--- src/hdl/rv_isa_pkg.sv ---
// --------------------------------------------------------------------
// RV32I ISA definitions
// Data word, register index and the instruction field types, plus
// the major opcodes and funct encodings used by the execution slice
// --------------------------------------------------------------------

package rv_isa_pkg;

    // Architectural data width
    localparam int XLEN = 32;

    // One data word, also one instruction word
    typedef logic [XLEN-1:0] word_t;

    // Register index as encoded in the instruction, x0..x31
    typedef logic [4:0] reg_idx_t;

    // Instruction field types
    typedef logic [6:0] opcode_t;
    typedef logic [2:0] funct3_t;
    typedef logic [6:0] funct7_t;

    // Major opcodes, low two bits always 11 for 32-bit encodings
    localparam opcode_t OPC_OP     = 7'b0110011;
    localparam opcode_t OPC_OP_IMM = 7'b0010011;
    localparam opcode_t OPC_LUI    = 7'b0110111;
    localparam opcode_t OPC_AUIPC  = 7'b0010111;

    // funct3 for OP and OP-IMM
    // ADD/SUB and SRL/SRA share a code, told apart by instruction bit 30
    localparam funct3_t F3_ADD_SUB = 3'b000;
    localparam funct3_t F3_SLL     = 3'b001;
    localparam funct3_t F3_SLT     = 3'b010;
    localparam funct3_t F3_SLTU    = 3'b011;
    localparam funct3_t F3_XOR     = 3'b100;
    localparam funct3_t F3_SRL_SRA = 3'b101;
    localparam funct3_t F3_OR      = 3'b110;
    localparam funct3_t F3_AND     = 3'b111;

    // funct7 values, also the upper immediate bits of shift-immediates
    localparam funct7_t F7_BASE = 7'b0000000;
    // Alternate form, bit 30 set (SUB, SRA, SRAI)
    localparam funct7_t F7_ALT  = 7'b0100000;

endpackage

--- src/hdl/core_pkg.sv ---
// --------------------------------------------------------------------
// Execution slice microarchitecture types
// ALU operation codes, the decoded instruction and the retire record
// --------------------------------------------------------------------

package core_pkg;

    // ALU operations, PASS_B forwards operand B for LUI
    typedef enum logic [3:0] {
        ALU_ADD    = 4'd0,
        ALU_SUB    = 4'd1,
        ALU_SLL    = 4'd2,
        ALU_SLT    = 4'd3,
        ALU_SLTU   = 4'd4,
        ALU_XOR    = 4'd5,
        ALU_SRL    = 4'd6,
        ALU_SRA    = 4'd7,
        ALU_OR     = 4'd8,
        ALU_AND    = 4'd9,
        ALU_PASS_B = 4'd10
    } alu_op_t;

    // Output of the decoder, carried into the execute stage
    typedef struct packed {
        // Source indices, zero when the format has no such field
        rv_isa_pkg::reg_idx_t rs1;
        rv_isa_pkg::reg_idx_t rs2;
        rv_isa_pkg::reg_idx_t rd;
        // Sign-extended I or shifted U immediate
        rv_isa_pkg::word_t    imm;
        // Operand B from imm instead of rs2
        logic                 use_imm;
        // Operand A from pc (AUIPC)
        logic                 use_pc;
        // Operand A forced to zero (LUI)
        logic                 zero_a;
        alu_op_t              alu_op;
        logic                 wen;
        logic                 illegal;
    } decoded_t;

    // One retired instruction
    typedef struct packed {
        rv_isa_pkg::reg_idx_t rd;
        rv_isa_pkg::word_t    value;
        logic                 illegal;
    } retire_t;

endpackage

--- src/hdl/core_decode.sv ---
// --------------------------------------------------------------------
// RV32I/RV32E instruction decoder
// Combinational split of an instruction word into register indices,
// immediate, ALU operation, operand selects and legality
// --------------------------------------------------------------------

`timescale 1ns/1ps

module core_decode #(
    parameter int NUM_REGS = 32
) (
    input  rv_isa_pkg::word_t  instr,
    output core_pkg::decoded_t dec
);

    rv_isa_pkg::opcode_t opcode;
    rv_isa_pkg::funct3_t funct3;
    rv_isa_pkg::funct7_t funct7;
    rv_isa_pkg::word_t   imm_i;
    rv_isa_pkg::word_t   imm_u;
    logic                bad_opcode;
    logic                bad_funct7;

    // Fixed field positions
    assign opcode = instr[6:0];
    assign funct3 = instr[14:12];
    assign funct7 = instr[31:25];

    // I-type sign-extended, U-type in the upper 20 bits
    assign imm_i = {{20{instr[31]}}, instr[31:20]};
    assign imm_u = {instr[31:12], 12'b0};

    // Index within the implemented register count (RV32E has 16)
    function automatic logic idx_ok(input rv_isa_pkg::reg_idx_t idx);
        return int'(idx) < NUM_REGS;
    endfunction

    // funct3 to ALU op, alt picks SUB over ADD and SRA over SRL
    function automatic core_pkg::alu_op_t f3_op(input rv_isa_pkg::funct3_t f3,
                                                input logic alt);
        core_pkg::alu_op_t op;
        case (f3)
            rv_isa_pkg::F3_ADD_SUB: op = alt ? core_pkg::ALU_SUB : core_pkg::ALU_ADD;
            rv_isa_pkg::F3_SLL:     op = core_pkg::ALU_SLL;
            rv_isa_pkg::F3_SLT:     op = core_pkg::ALU_SLT;
            rv_isa_pkg::F3_SLTU:    op = core_pkg::ALU_SLTU;
            rv_isa_pkg::F3_XOR:     op = core_pkg::ALU_XOR;
            rv_isa_pkg::F3_SRL_SRA: op = alt ? core_pkg::ALU_SRA : core_pkg::ALU_SRL;
            rv_isa_pkg::F3_OR:      op = core_pkg::ALU_OR;
            default:                op = core_pkg::ALU_AND;
        endcase
        return op;
    endfunction

    always_comb begin
        dec        = '0;
        dec.rd     = instr[11:7];
        dec.alu_op = core_pkg::ALU_ADD;
        bad_opcode = 1'b0;
        bad_funct7 = 1'b0;

        case (opcode)
            rv_isa_pkg::OPC_OP: begin
                dec.rs1    = instr[19:15];
                dec.rs2    = instr[24:20];
                dec.alu_op = f3_op(funct3, instr[30]);
                // Alternate funct7 only exists for SUB and SRA
                if (funct7 == rv_isa_pkg::F7_ALT) begin
                    bad_funct7 = (funct3 != rv_isa_pkg::F3_ADD_SUB) &&
                                 (funct3 != rv_isa_pkg::F3_SRL_SRA);
                end else begin
                    bad_funct7 = (funct7 != rv_isa_pkg::F7_BASE);
                end
            end
            rv_isa_pkg::OPC_OP_IMM: begin
                dec.rs1     = instr[19:15];
                dec.imm     = imm_i;
                dec.use_imm = 1'b1;
                // ADDI has no SUB form, bit 30 only matters for shifts
                dec.alu_op  = f3_op(funct3,
                                    instr[30] && (funct3 == rv_isa_pkg::F3_SRL_SRA));
                // Upper immediate bits are funct7 for the shift forms
                if (funct3 == rv_isa_pkg::F3_SLL) begin
                    bad_funct7 = (funct7 != rv_isa_pkg::F7_BASE);
                end else if (funct3 == rv_isa_pkg::F3_SRL_SRA) begin
                    bad_funct7 = (funct7 != rv_isa_pkg::F7_BASE) &&
                                 (funct7 != rv_isa_pkg::F7_ALT);
                end
            end
            rv_isa_pkg::OPC_LUI: begin
                dec.imm     = imm_u;
                dec.use_imm = 1'b1;
                dec.zero_a  = 1'b1;
                dec.alu_op  = core_pkg::ALU_PASS_B;
            end
            rv_isa_pkg::OPC_AUIPC: begin
                dec.imm     = imm_u;
                dec.use_imm = 1'b1;
                dec.use_pc  = 1'b1;
            end
            default: begin
                bad_opcode = 1'b1;
            end
        endcase

        // Unused source fields stay zero, so only real indices are checked
        dec.illegal = bad_opcode || bad_funct7 ||
                      !idx_ok(dec.rs1) || !idx_ok(dec.rs2) || !idx_ok(dec.rd);
        dec.wen     = !dec.illegal;

        // A write needs a supported major opcode and an implemented destination
        assert (!dec.wen ||
                ((opcode inside {rv_isa_pkg::OPC_OP, rv_isa_pkg::OPC_OP_IMM,
                                 rv_isa_pkg::OPC_LUI, rv_isa_pkg::OPC_AUIPC}) &&
                 idx_ok(instr[11:7])))
            else $error("decoder enabled a write for an illegal instruction");
    end

endmodule

--- src/hdl/core_regfile.sv ---
// --------------------------------------------------------------------
// Integer register file
// Two asynchronous read ports, one write port, x0 hardwired to zero
// and a bypass that forwards a write to a read in the same cycle
// --------------------------------------------------------------------

`timescale 1ns/1ps

module core_regfile #(
    parameter int NUM_REGS = 32
) (
    input  logic                 clk,

    // Write port
    input  rv_isa_pkg::reg_idx_t rd_idx,
    input  rv_isa_pkg::word_t    rd_val,
    input  logic                 rd_wen,

    // Read ports
    input  rv_isa_pkg::reg_idx_t rs1_idx,
    input  rv_isa_pkg::reg_idx_t rs2_idx,
    output rv_isa_pkg::word_t    rs1_val,
    output rv_isa_pkg::word_t    rs2_val
);

    // x1 upward only, unpacked so it infers LUT RAM
    rv_isa_pkg::word_t regs [1:NUM_REGS-1];

    // Writes to x0 dropped here
    always_ff @(posedge clk) begin
        if (rd_wen && (rd_idx != '0)) begin
            regs[rd_idx] <= rd_val;
        end
    end

    // One read port: x0, then the pending write, then storage
    function automatic rv_isa_pkg::word_t read_port(input rv_isa_pkg::reg_idx_t idx);
        rv_isa_pkg::word_t val;
        if (idx == '0) begin
            val = '0;
        end else if (rd_wen && (idx == rd_idx)) begin
            // Same-cycle bypass, lets the next instruction see this result
            val = rd_val;
        end else begin
            val = regs[idx];
        end
        return val;
    endfunction

    always_comb begin
        rs1_val = read_port(rs1_idx);
        rs2_val = read_port(rs2_idx);
    end

    // Decoder must never let an unimplemented destination reach the write port
    assert property (@(posedge clk) rd_wen |-> (int'(rd_idx) < NUM_REGS))
        else $error("register write to unimplemented index %0d", rd_idx);

endmodule

--- src/hdl/core_alu.sv ---
// --------------------------------------------------------------------
// RV32I integer ALU
// Combinational add, subtract, shifts, compares and logic ops,
// plus a pass-through of operand B for LUI
// --------------------------------------------------------------------

`timescale 1ns/1ps

module core_alu (
    input  core_pkg::alu_op_t op,
    input  rv_isa_pkg::word_t a,
    input  rv_isa_pkg::word_t b,
    output rv_isa_pkg::word_t result
);

    // Shift amount, upper bits of b ignored as in RV32I
    logic [4:0] shamt;
    logic       op_ok;

    assign shamt = b[4:0];

    always_comb begin
        op_ok = 1'b1;
        case (op)
            core_pkg::ALU_ADD:    result = a + b;
            core_pkg::ALU_SUB:    result = a - b;
            core_pkg::ALU_SLL:    result = a << shamt;
            // Compares give 0 or 1 in bit 0
            core_pkg::ALU_SLT:    result = {31'b0, $signed(a) < $signed(b)};
            core_pkg::ALU_SLTU:   result = {31'b0, a < b};
            core_pkg::ALU_XOR:    result = a ^ b;
            core_pkg::ALU_SRL:    result = a >> shamt;
            // Arithmetic shift, sign bit replicated
            core_pkg::ALU_SRA:    result = rv_isa_pkg::word_t'($signed(a) >>> shamt);
            core_pkg::ALU_OR:     result = a | b;
            core_pkg::ALU_AND:    result = a & b;
            core_pkg::ALU_PASS_B: result = b;
            default: begin
                result = '0;
                op_ok  = 1'b0;
            end
        endcase

        // Encodings 11..15 are never produced by the decoder
        assert ($isunknown(op) || op_ok)
            else $error("ALU received undefined op %0d", op);
    end

endmodule

--- src/hdl/core_exec_top.sv ---
// --------------------------------------------------------------------
// RV32I execution slice top level
// Two stages: decode and register read, then execute and writeback
// Holds the pc, the execute-stage register and the retire register
// --------------------------------------------------------------------

`timescale 1ns/1ps

module core_exec_top #(
    parameter int NUM_REGS = 32
) (
    input  logic                clk,
    input  logic                rst,
    input  logic                instr_valid,
    input  rv_isa_pkg::word_t   instr,
    output logic                retire_valid,
    output core_pkg::retire_t   retire
);

    // Decode stage
    rv_isa_pkg::word_t  pc;
    core_pkg::decoded_t id_dec;
    rv_isa_pkg::word_t  id_rs1_val;
    rv_isa_pkg::word_t  id_rs2_val;

    // Execute stage
    logic               ex_valid;
    core_pkg::decoded_t ex_dec;
    rv_isa_pkg::word_t  ex_rs1_val;
    rv_isa_pkg::word_t  ex_rs2_val;
    rv_isa_pkg::word_t  ex_pc;
    rv_isa_pkg::word_t  alu_a;
    rv_isa_pkg::word_t  alu_b;
    rv_isa_pkg::word_t  alu_result;
    logic               rf_wen;

    core_decode #(.NUM_REGS(NUM_REGS)) u_decode (
        .instr (instr),
        .dec   (id_dec)
    );

    // Write port driven from execute, so reads in decode see it through the bypass
    assign rf_wen = ex_valid && ex_dec.wen;

    core_regfile #(.NUM_REGS(NUM_REGS)) u_regfile (
        .clk     (clk),
        .rd_idx  (ex_dec.rd),
        .rd_val  (alu_result),
        .rd_wen  (rf_wen),
        .rs1_idx (id_dec.rs1),
        .rs2_idx (id_dec.rs2),
        .rs1_val (id_rs1_val),
        .rs2_val (id_rs2_val)
    );

    // pc advances by 4 on every accepted instruction
    always_ff @(posedge clk) begin
        if (rst) begin
            pc       <= '0;
            ex_valid <= 1'b0;
        end else begin
            ex_valid <= instr_valid;
            if (instr_valid) begin
                pc <= pc + 32'd4;
            end
        end
    end

    // Stage payload, only loaded on a strobe
    always_ff @(posedge clk) begin
        if (instr_valid) begin
            ex_dec     <= id_dec;
            ex_rs1_val <= id_rs1_val;
            ex_rs2_val <= id_rs2_val;
            ex_pc      <= pc;
        end
    end

    // Operand A: zero for LUI, pc for AUIPC, else rs1
    always_comb begin
        if (ex_dec.zero_a) begin
            alu_a = '0;
        end else if (ex_dec.use_pc) begin
            alu_a = ex_pc;
        end else begin
            alu_a = ex_rs1_val;
        end
        alu_b = ex_dec.use_imm ? ex_dec.imm : ex_rs2_val;
    end

    core_alu u_alu (
        .op     (ex_dec.alu_op),
        .a      (alu_a),
        .b      (alu_b),
        .result (alu_result)
    );

    always_ff @(posedge clk) begin
        if (rst) begin
            retire_valid <= 1'b0;
        end else begin
            retire_valid <= ex_valid;
        end
    end

    // Illegal instructions retire a zero value
    always_ff @(posedge clk) begin
        if (ex_valid) begin
            retire.rd      <= ex_dec.rd;
            retire.value   <= ex_dec.illegal ? '0 : alu_result;
            retire.illegal <= ex_dec.illegal;
        end
    end

    // An illegal instruction in execute must never reach the write port
    assert property (@(posedge clk) disable iff (rst) rf_wen |-> !ex_dec.illegal)
        else $error("register write from an illegal instruction in execute");

endmodule

--- config.mk ---
export PLATFORM = sky130hd
export DESIGN_NAME = core_exec_top
export DESIGN_NICKNAME = d
export VERILOG_FILES = /design/src/hdl/rv_isa_pkg.sv /design/src/hdl/core_pkg.sv /design/src/hdl/core_decode.sv /design/src/hdl/core_regfile.sv /design/src/hdl/core_alu.sv /design/src/hdl/core_exec_top.sv
export SDC_FILE = /design/constraint.sdc
export NUM_CORES = 2
export LEC_CHECK = 0
export BUFFER_PORTS_ARGS = -buffer_cell sky130_fd_sc_hd__buf_2
export CAP_MARGIN = 40
export CORE_MARGIN = 1
export CORE_UTILIZATION = 49
export DETAILED_ROUTE_END_ITERATION = 8
export GPL_TIMING_DRIVEN = 1
export PLACE_DENSITY = 0.73
export SETUP_SLACK_MARGIN = 0.3
export SLEW_MARGIN = 20
export SYNTH_ARGS = -nofsm -noshare
export SYNTH_HDL_FRONTEND = slang
export SYNTH_HIERARCHICAL = 1
export SYNTH_SLANG_ARGS = --single-unit
--- constraint.sdc ---
create_clock -name clk -period 15.55 [get_ports clk]
set_clock_uncertainty 0.2 [all_clocks]
set_input_delay 3.8875 -clock clk [delete_from_list [all_inputs] [get_ports clk]]
set_output_delay 3.8875 -clock clk [all_outputs]
set_load 0.02 [all_outputs]
Word level (Yosys, flattened, before mapping)
Memories as Yosys holds them, arrays and structs flattened. A register that Yosys moved wholly into a read port is not among the register bits.
Index checks and enable logic that the tools add are counted.
- register bits after elaboration: 150
- memory bits (writable): 992
- input port bits: 35
- output and inout bits: 39
- word-level logic and storage cells: 90
- memories kept: 1
- add/subtract/negate cells: 3
- $lt $le $gt $ge: 2
- equal/unequal tests: 23
- shift operators: 3
- muxes and demuxes: 23
- bitwise operators: 3
- reductions and logical operators: 17
- memories (name ; depth ; bits a word ; read ports ; clocked after memory_dff ; wr ports ; line ; source):
    u_regfile.regs ; 31 ; 32 ; 2 ; 2 ; 1 ; core_regfile.sv:27 ; rv_isa_pkg::word_t regs [1:NUM_REGS-1];
- operators by type and width (kind ; count):
    32-bit one-hot mux with 11 select lines ; 1
    32-bit 2-to-1 mux ; 3
    33-bit one-hot mux with 2 select lines ; 1
    32-bit less-than comparator ; 2
    4-bit one-hot mux with 7 select lines ; 2
    32-bit by 3-bit adder with 32-bit output, second input constant ; 1
    32-bit adder ; 1
    32-bit bitwise AND ; 1
    32-bit OR ; 1
    32-bit by 5-bit << shifter with 32-bit output ; 1
    32-bit by 5-bit >> shifter with 32-bit output ; 1
    32-bit by 5-bit >>> shifter with 32-bit output ; 1
    32-bit subtractor ; 1
    32-bit XOR ; 1
    7-bit by 6-bit == test with 1-bit output, second input constant ; 3
    4-bit by 3-bit == test with 1-bit output, second input constant ; 4
    7-bit by 5-bit == test with 1-bit output, second input constant ; 2
    4-bit == test, second input constant ; 3
    1-bit 2-to-1 mux ; 12
    4-bit one-hot mux with 3 select lines ; 1
    5-bit logical NOT ; 2
    5-bit 2-to-1 mux ; 2
    3-bit == test, second input constant ; 3
    4-bit by 2-bit == test with 1-bit output, second input constant ; 2
    16 further kinds ; 22

Depth between registers and ports, before layout
- depth in word-level cells: 7
- gate-level depth with buffers: 20
- gate-level depth less buffers: 15

Hierarchy
The synthesis kept the hierarchy.
- modules (own cells, without submodules) (module ; times used ; cells an instance ; area an instance (um2) ; sequential area each (um2)):
    core_regfile ; 1 ; 2759 ; 47200.3 ; 29788.6
    core_alu ; 1 ; 1277 ; 8874.8 ; 0.0
    core_exec_top ; 1 ; 493 ; 7943.9 ; 5985.7
    core_decode ; 1 ; 112 ; 633.1 ; 0.0

Worst setup path before layout
Ideal clock, no wire load.
- path kind: reg2reg
- from: register ex_dec[8] in the netlist's numbering
- to: memory u_regfile/regs[10][0] in the netlist's numbering (data pin)
- setup time: 0.589 ns
- arrival: 6.124 ns
- required time: 14.761 ns
- slack: 8.637 ns
- stages on the path, launching flop included: 19
- path buffers: 6
- period minus slack after synthesis: 6.913 ns
- cell sequence: edfxtp_1 clkbuf_1 buf_1 mux2_2 inv_1 clkbuf_1 buf_2 buf_2 buf_2 ha_1 o21bai_1 o211ai_1 a21oi_1 nor3_2 o21ai_1 a31oi_1 o21ba_2 nor3_1 o41ai_1
- longest elaborated chain between the ends: 3
- elaborated cells between the ends (all ways): 12
- classes of those cells: 2 x add/sub; 2 x order compare; 3 x shift; 2 x mux; 3 x bitwise
- ends and longest elaborated chain (element ; line ; source):
    start: declaration ; core_exec_top.sv:28 ; core_pkg::decoded_t ex_dec;
    start signal: assignment ; core_exec_top.sv:72 ; ex_dec <= id_dec;
    32-bit 2-to-1 mux * ; core_exec_top.sv:88 ; alu_b = ex_dec.use_imm ? ex_dec.imm : ex_rs2_val;
    named net alu_b[2] ; core_exec_top.sv:33 ; rv_isa_pkg::word_t alu_b;
    32-bit less-than comparator (tied with other cells) ; core_alu.sv:30 ; core_pkg::ALU_SLTU: result = {31'b0, a < b};
    32-bit one-hot mux with 11 select lines * ; core_alu.sv:24 ; case (op)
    named net alu_result[0] ; core_exec_top.sv:34 ; rv_isa_pkg::word_t alu_result;
    end: declaration ; core_regfile.sv:27 ;
Mark *: on every way through the listed nets, which the timed path passes. The rest lies on a longest branch.

==> run metrics <==
Core ar.=130,000 um2; CTS tree=yes; share of the synthesized area in the top cell type=54.3%; total gr overflow=0; power density over the cells=102 nW/um2; Startpoint Class=input pin; Buf+Inv Stages, Crit Path=6; Crit path max-delay family=buffers and inverters; Max clock buf depth=3; layout cells sized above 1=21.8%; worst-path cell chain=buf_2 -> nand4b_1 -> or2_1 -> buf_4 -> nor3b_2 -> buf_4 -> buf_4 -> buf_4 -> xnor2_1 -> nand3_1 -> nor2_4 -> buf_4 -> a32o_1; Setup-failing EPs final=0; Cells after Synth=4,641; HPWL Detailed=151 mm; R2R cell count=16; post-route setup slack=6.95 ns; Layout Utilization=54.8%; cell total after placement=6,262; Rel. slew slack=32.8%; sequential fraction of the synthesis area=55.3%; Top Ports=74; crit-path max FO=39; clk_lat worst skew=0.75 ns; WP data required=15.93 ns; Synth area leader=edfxtp_1; pre-CTS setup slack=6.40 ns; Most used DFF post-synth=edfxtp_1; final std cells w/o fill=6,485; DRC violations left=0; maximum vdd drop=0.000124 V; Ys Warns=6; DRT Wirelength=236 mm; critical path arrival=8.99 ns; Detailed Route Iter0 Violations=8,506; postcts setup bufs=0; Crit Path Category=input pin to register; Tmin final=8.60 ns; WP depth=13; site row count=132; PostCTS Resize Cnt=0; RePlAce Congestion=1.02; clk sink count=1,202; fillcell total=10,287; first-pass GRT wire length=330 mm; final instance area=71,300 um2; Synth Net Count=4,779; cell mode on critical path=buf_4; hold-fix buffers at CTS=0; Initial Utilization=49.7%; outcome=finished clean; setup TNS=0 ns; Multi-input gate area=27,100 um2; Max Fclk=0.116 GHz; ANT nets after route=0; Area after DPL=67,400 um2; Pwr Total=7.23 mW; drt pass-1 iters=6; Total Routing Usage GR=34.9%; Final Hold Viols=0; H-tree level count=3; Post-synth ARST share=0%; Hold Crit Depth=0; WHS=0.279 ns; Worst Tran Pin Value=1.01 ns; Die ar.=133,000 um2; Worst-path clk slew=0.07 ns; Worst Setup End Kind=register; I/O Buffers=73; Worst path slowest cell=buf_4; Post-Synthesis Cell Area=64,700 um2; Max Cap Violations=0; vias=47,847; Static Leak=22.5 nW; Slew Viols, Final=0; distinct cell type count after synthesis=102; FF+latch count, synth=1,202; FF/Latch Area=35,800 um2; Avg Cell Area, Syn=13.9 um2; WL per Instance=36.5 um; Die H=365 um; Critical Path Max Stage Delay=0.76 ns; Post-synth EDFFs=1,170; number of global-route vias before repair=44,992; period utilization=55.3%; most frequent cells in the layout=edfxtp_1, mux4_2, mux2i_1, nand2_1, nor2_1; RSZ-0062 raised after global routing=false; initial antenna violation count=15; CTS Buf Count=113; Area Overhead vs Synth=10.2%; die width=365 um; root buf cell=clkbuf_16; largest net degree at the start of global routing=161; commonest non-fill, non-tap cell in the layout=edfxtp_1; Hold Path Class=register to register; Vias/cell=7.38; Area contributors post-synth=edfxtp_1, mux4_2, mux2i_1; Net count, final=4,779
==> state kept, by name, indices dropped and copies added, names as in the netlist <==
signal,cells
u_regfile/regs,992
retire,38
ex_valid,1
ex_dec,46
ex_rs2_val,32
ex_rs1_val,32
pc,30
ex_pc,30
retire_valid,1
==> synthesized netlist by cell type (all sizes together), types with 55 or more instances <==
library cell,n
edfxtp,1170
mux4,355
mux2i,338
nor2,296
nand2,290
buf,199
clkbuf,185
a21oi,179
o21ai,144
mux2,136
ha,101
inv,99
o22ai,91
nor2b,80
a211oi,77
nand3,57
nor3,57
a22oi,55
==> final cells by class <==
type,instances,area share [%]
Timing Repair Buffer,269,3.04
Sequential cell,1202,50.2
Multi-Input combinational cell,2954,38.0
Clock inverter,70,0.915
Clock buffer,141,4.26
Tap cell,1742,3.06
Inverter,101,0.532
Antenna cell,6,0.0211
==> cells by family after synthesis <==
kind of cell | Yosys count | synth area share, %
XOR/XNOR | 26 | 0.352
AO/OA/AOI/OAI | 1055 | 11.7
adder cells (fa/ha/maj) | 103 | 2.02
multiplexers | 829 | 20.1
buffers and inverters | 485 | 3.62
flip-flops | 1202 | 55.3
AND/OR/NAND/NOR | 941 | 6.87
==> path summary, 6_finish.rpt <==
| check | start | endpoint | slack [ns] |
|---|---|---|---|
| setup reg to reg | ex_dec[8] | retire[19] | 8.90 |
| hold / removal | pc[31] | ex_pc[31] | 0.28 |
| hold reg to reg | pc[31] | ex_pc[31] | 0.28 |
| setup / recovery | instr[3] | ex_rs1_val[6] | 6.95 |
==> layer usage <==
metal | track usage, % | vias up | share of wire (%)
li1 | - | 18787 | -
met3 | 11.2 | 881 | 15
met4 | 20.0 | 18 | 6.8
met5 | 0 | - | 0.066
met1 | 46.0 | 23873 | 35
met2 | 50.6 | 4288 | 43
==> power by group <==
group          switching, mW  total, mW  internal, mW
combinational          0.531      0.722         0.191
clock                   1.24       2.79          1.55
sequential            0.0314       3.72          3.69
No activity file was read; power rests on OpenSTA's default activity.
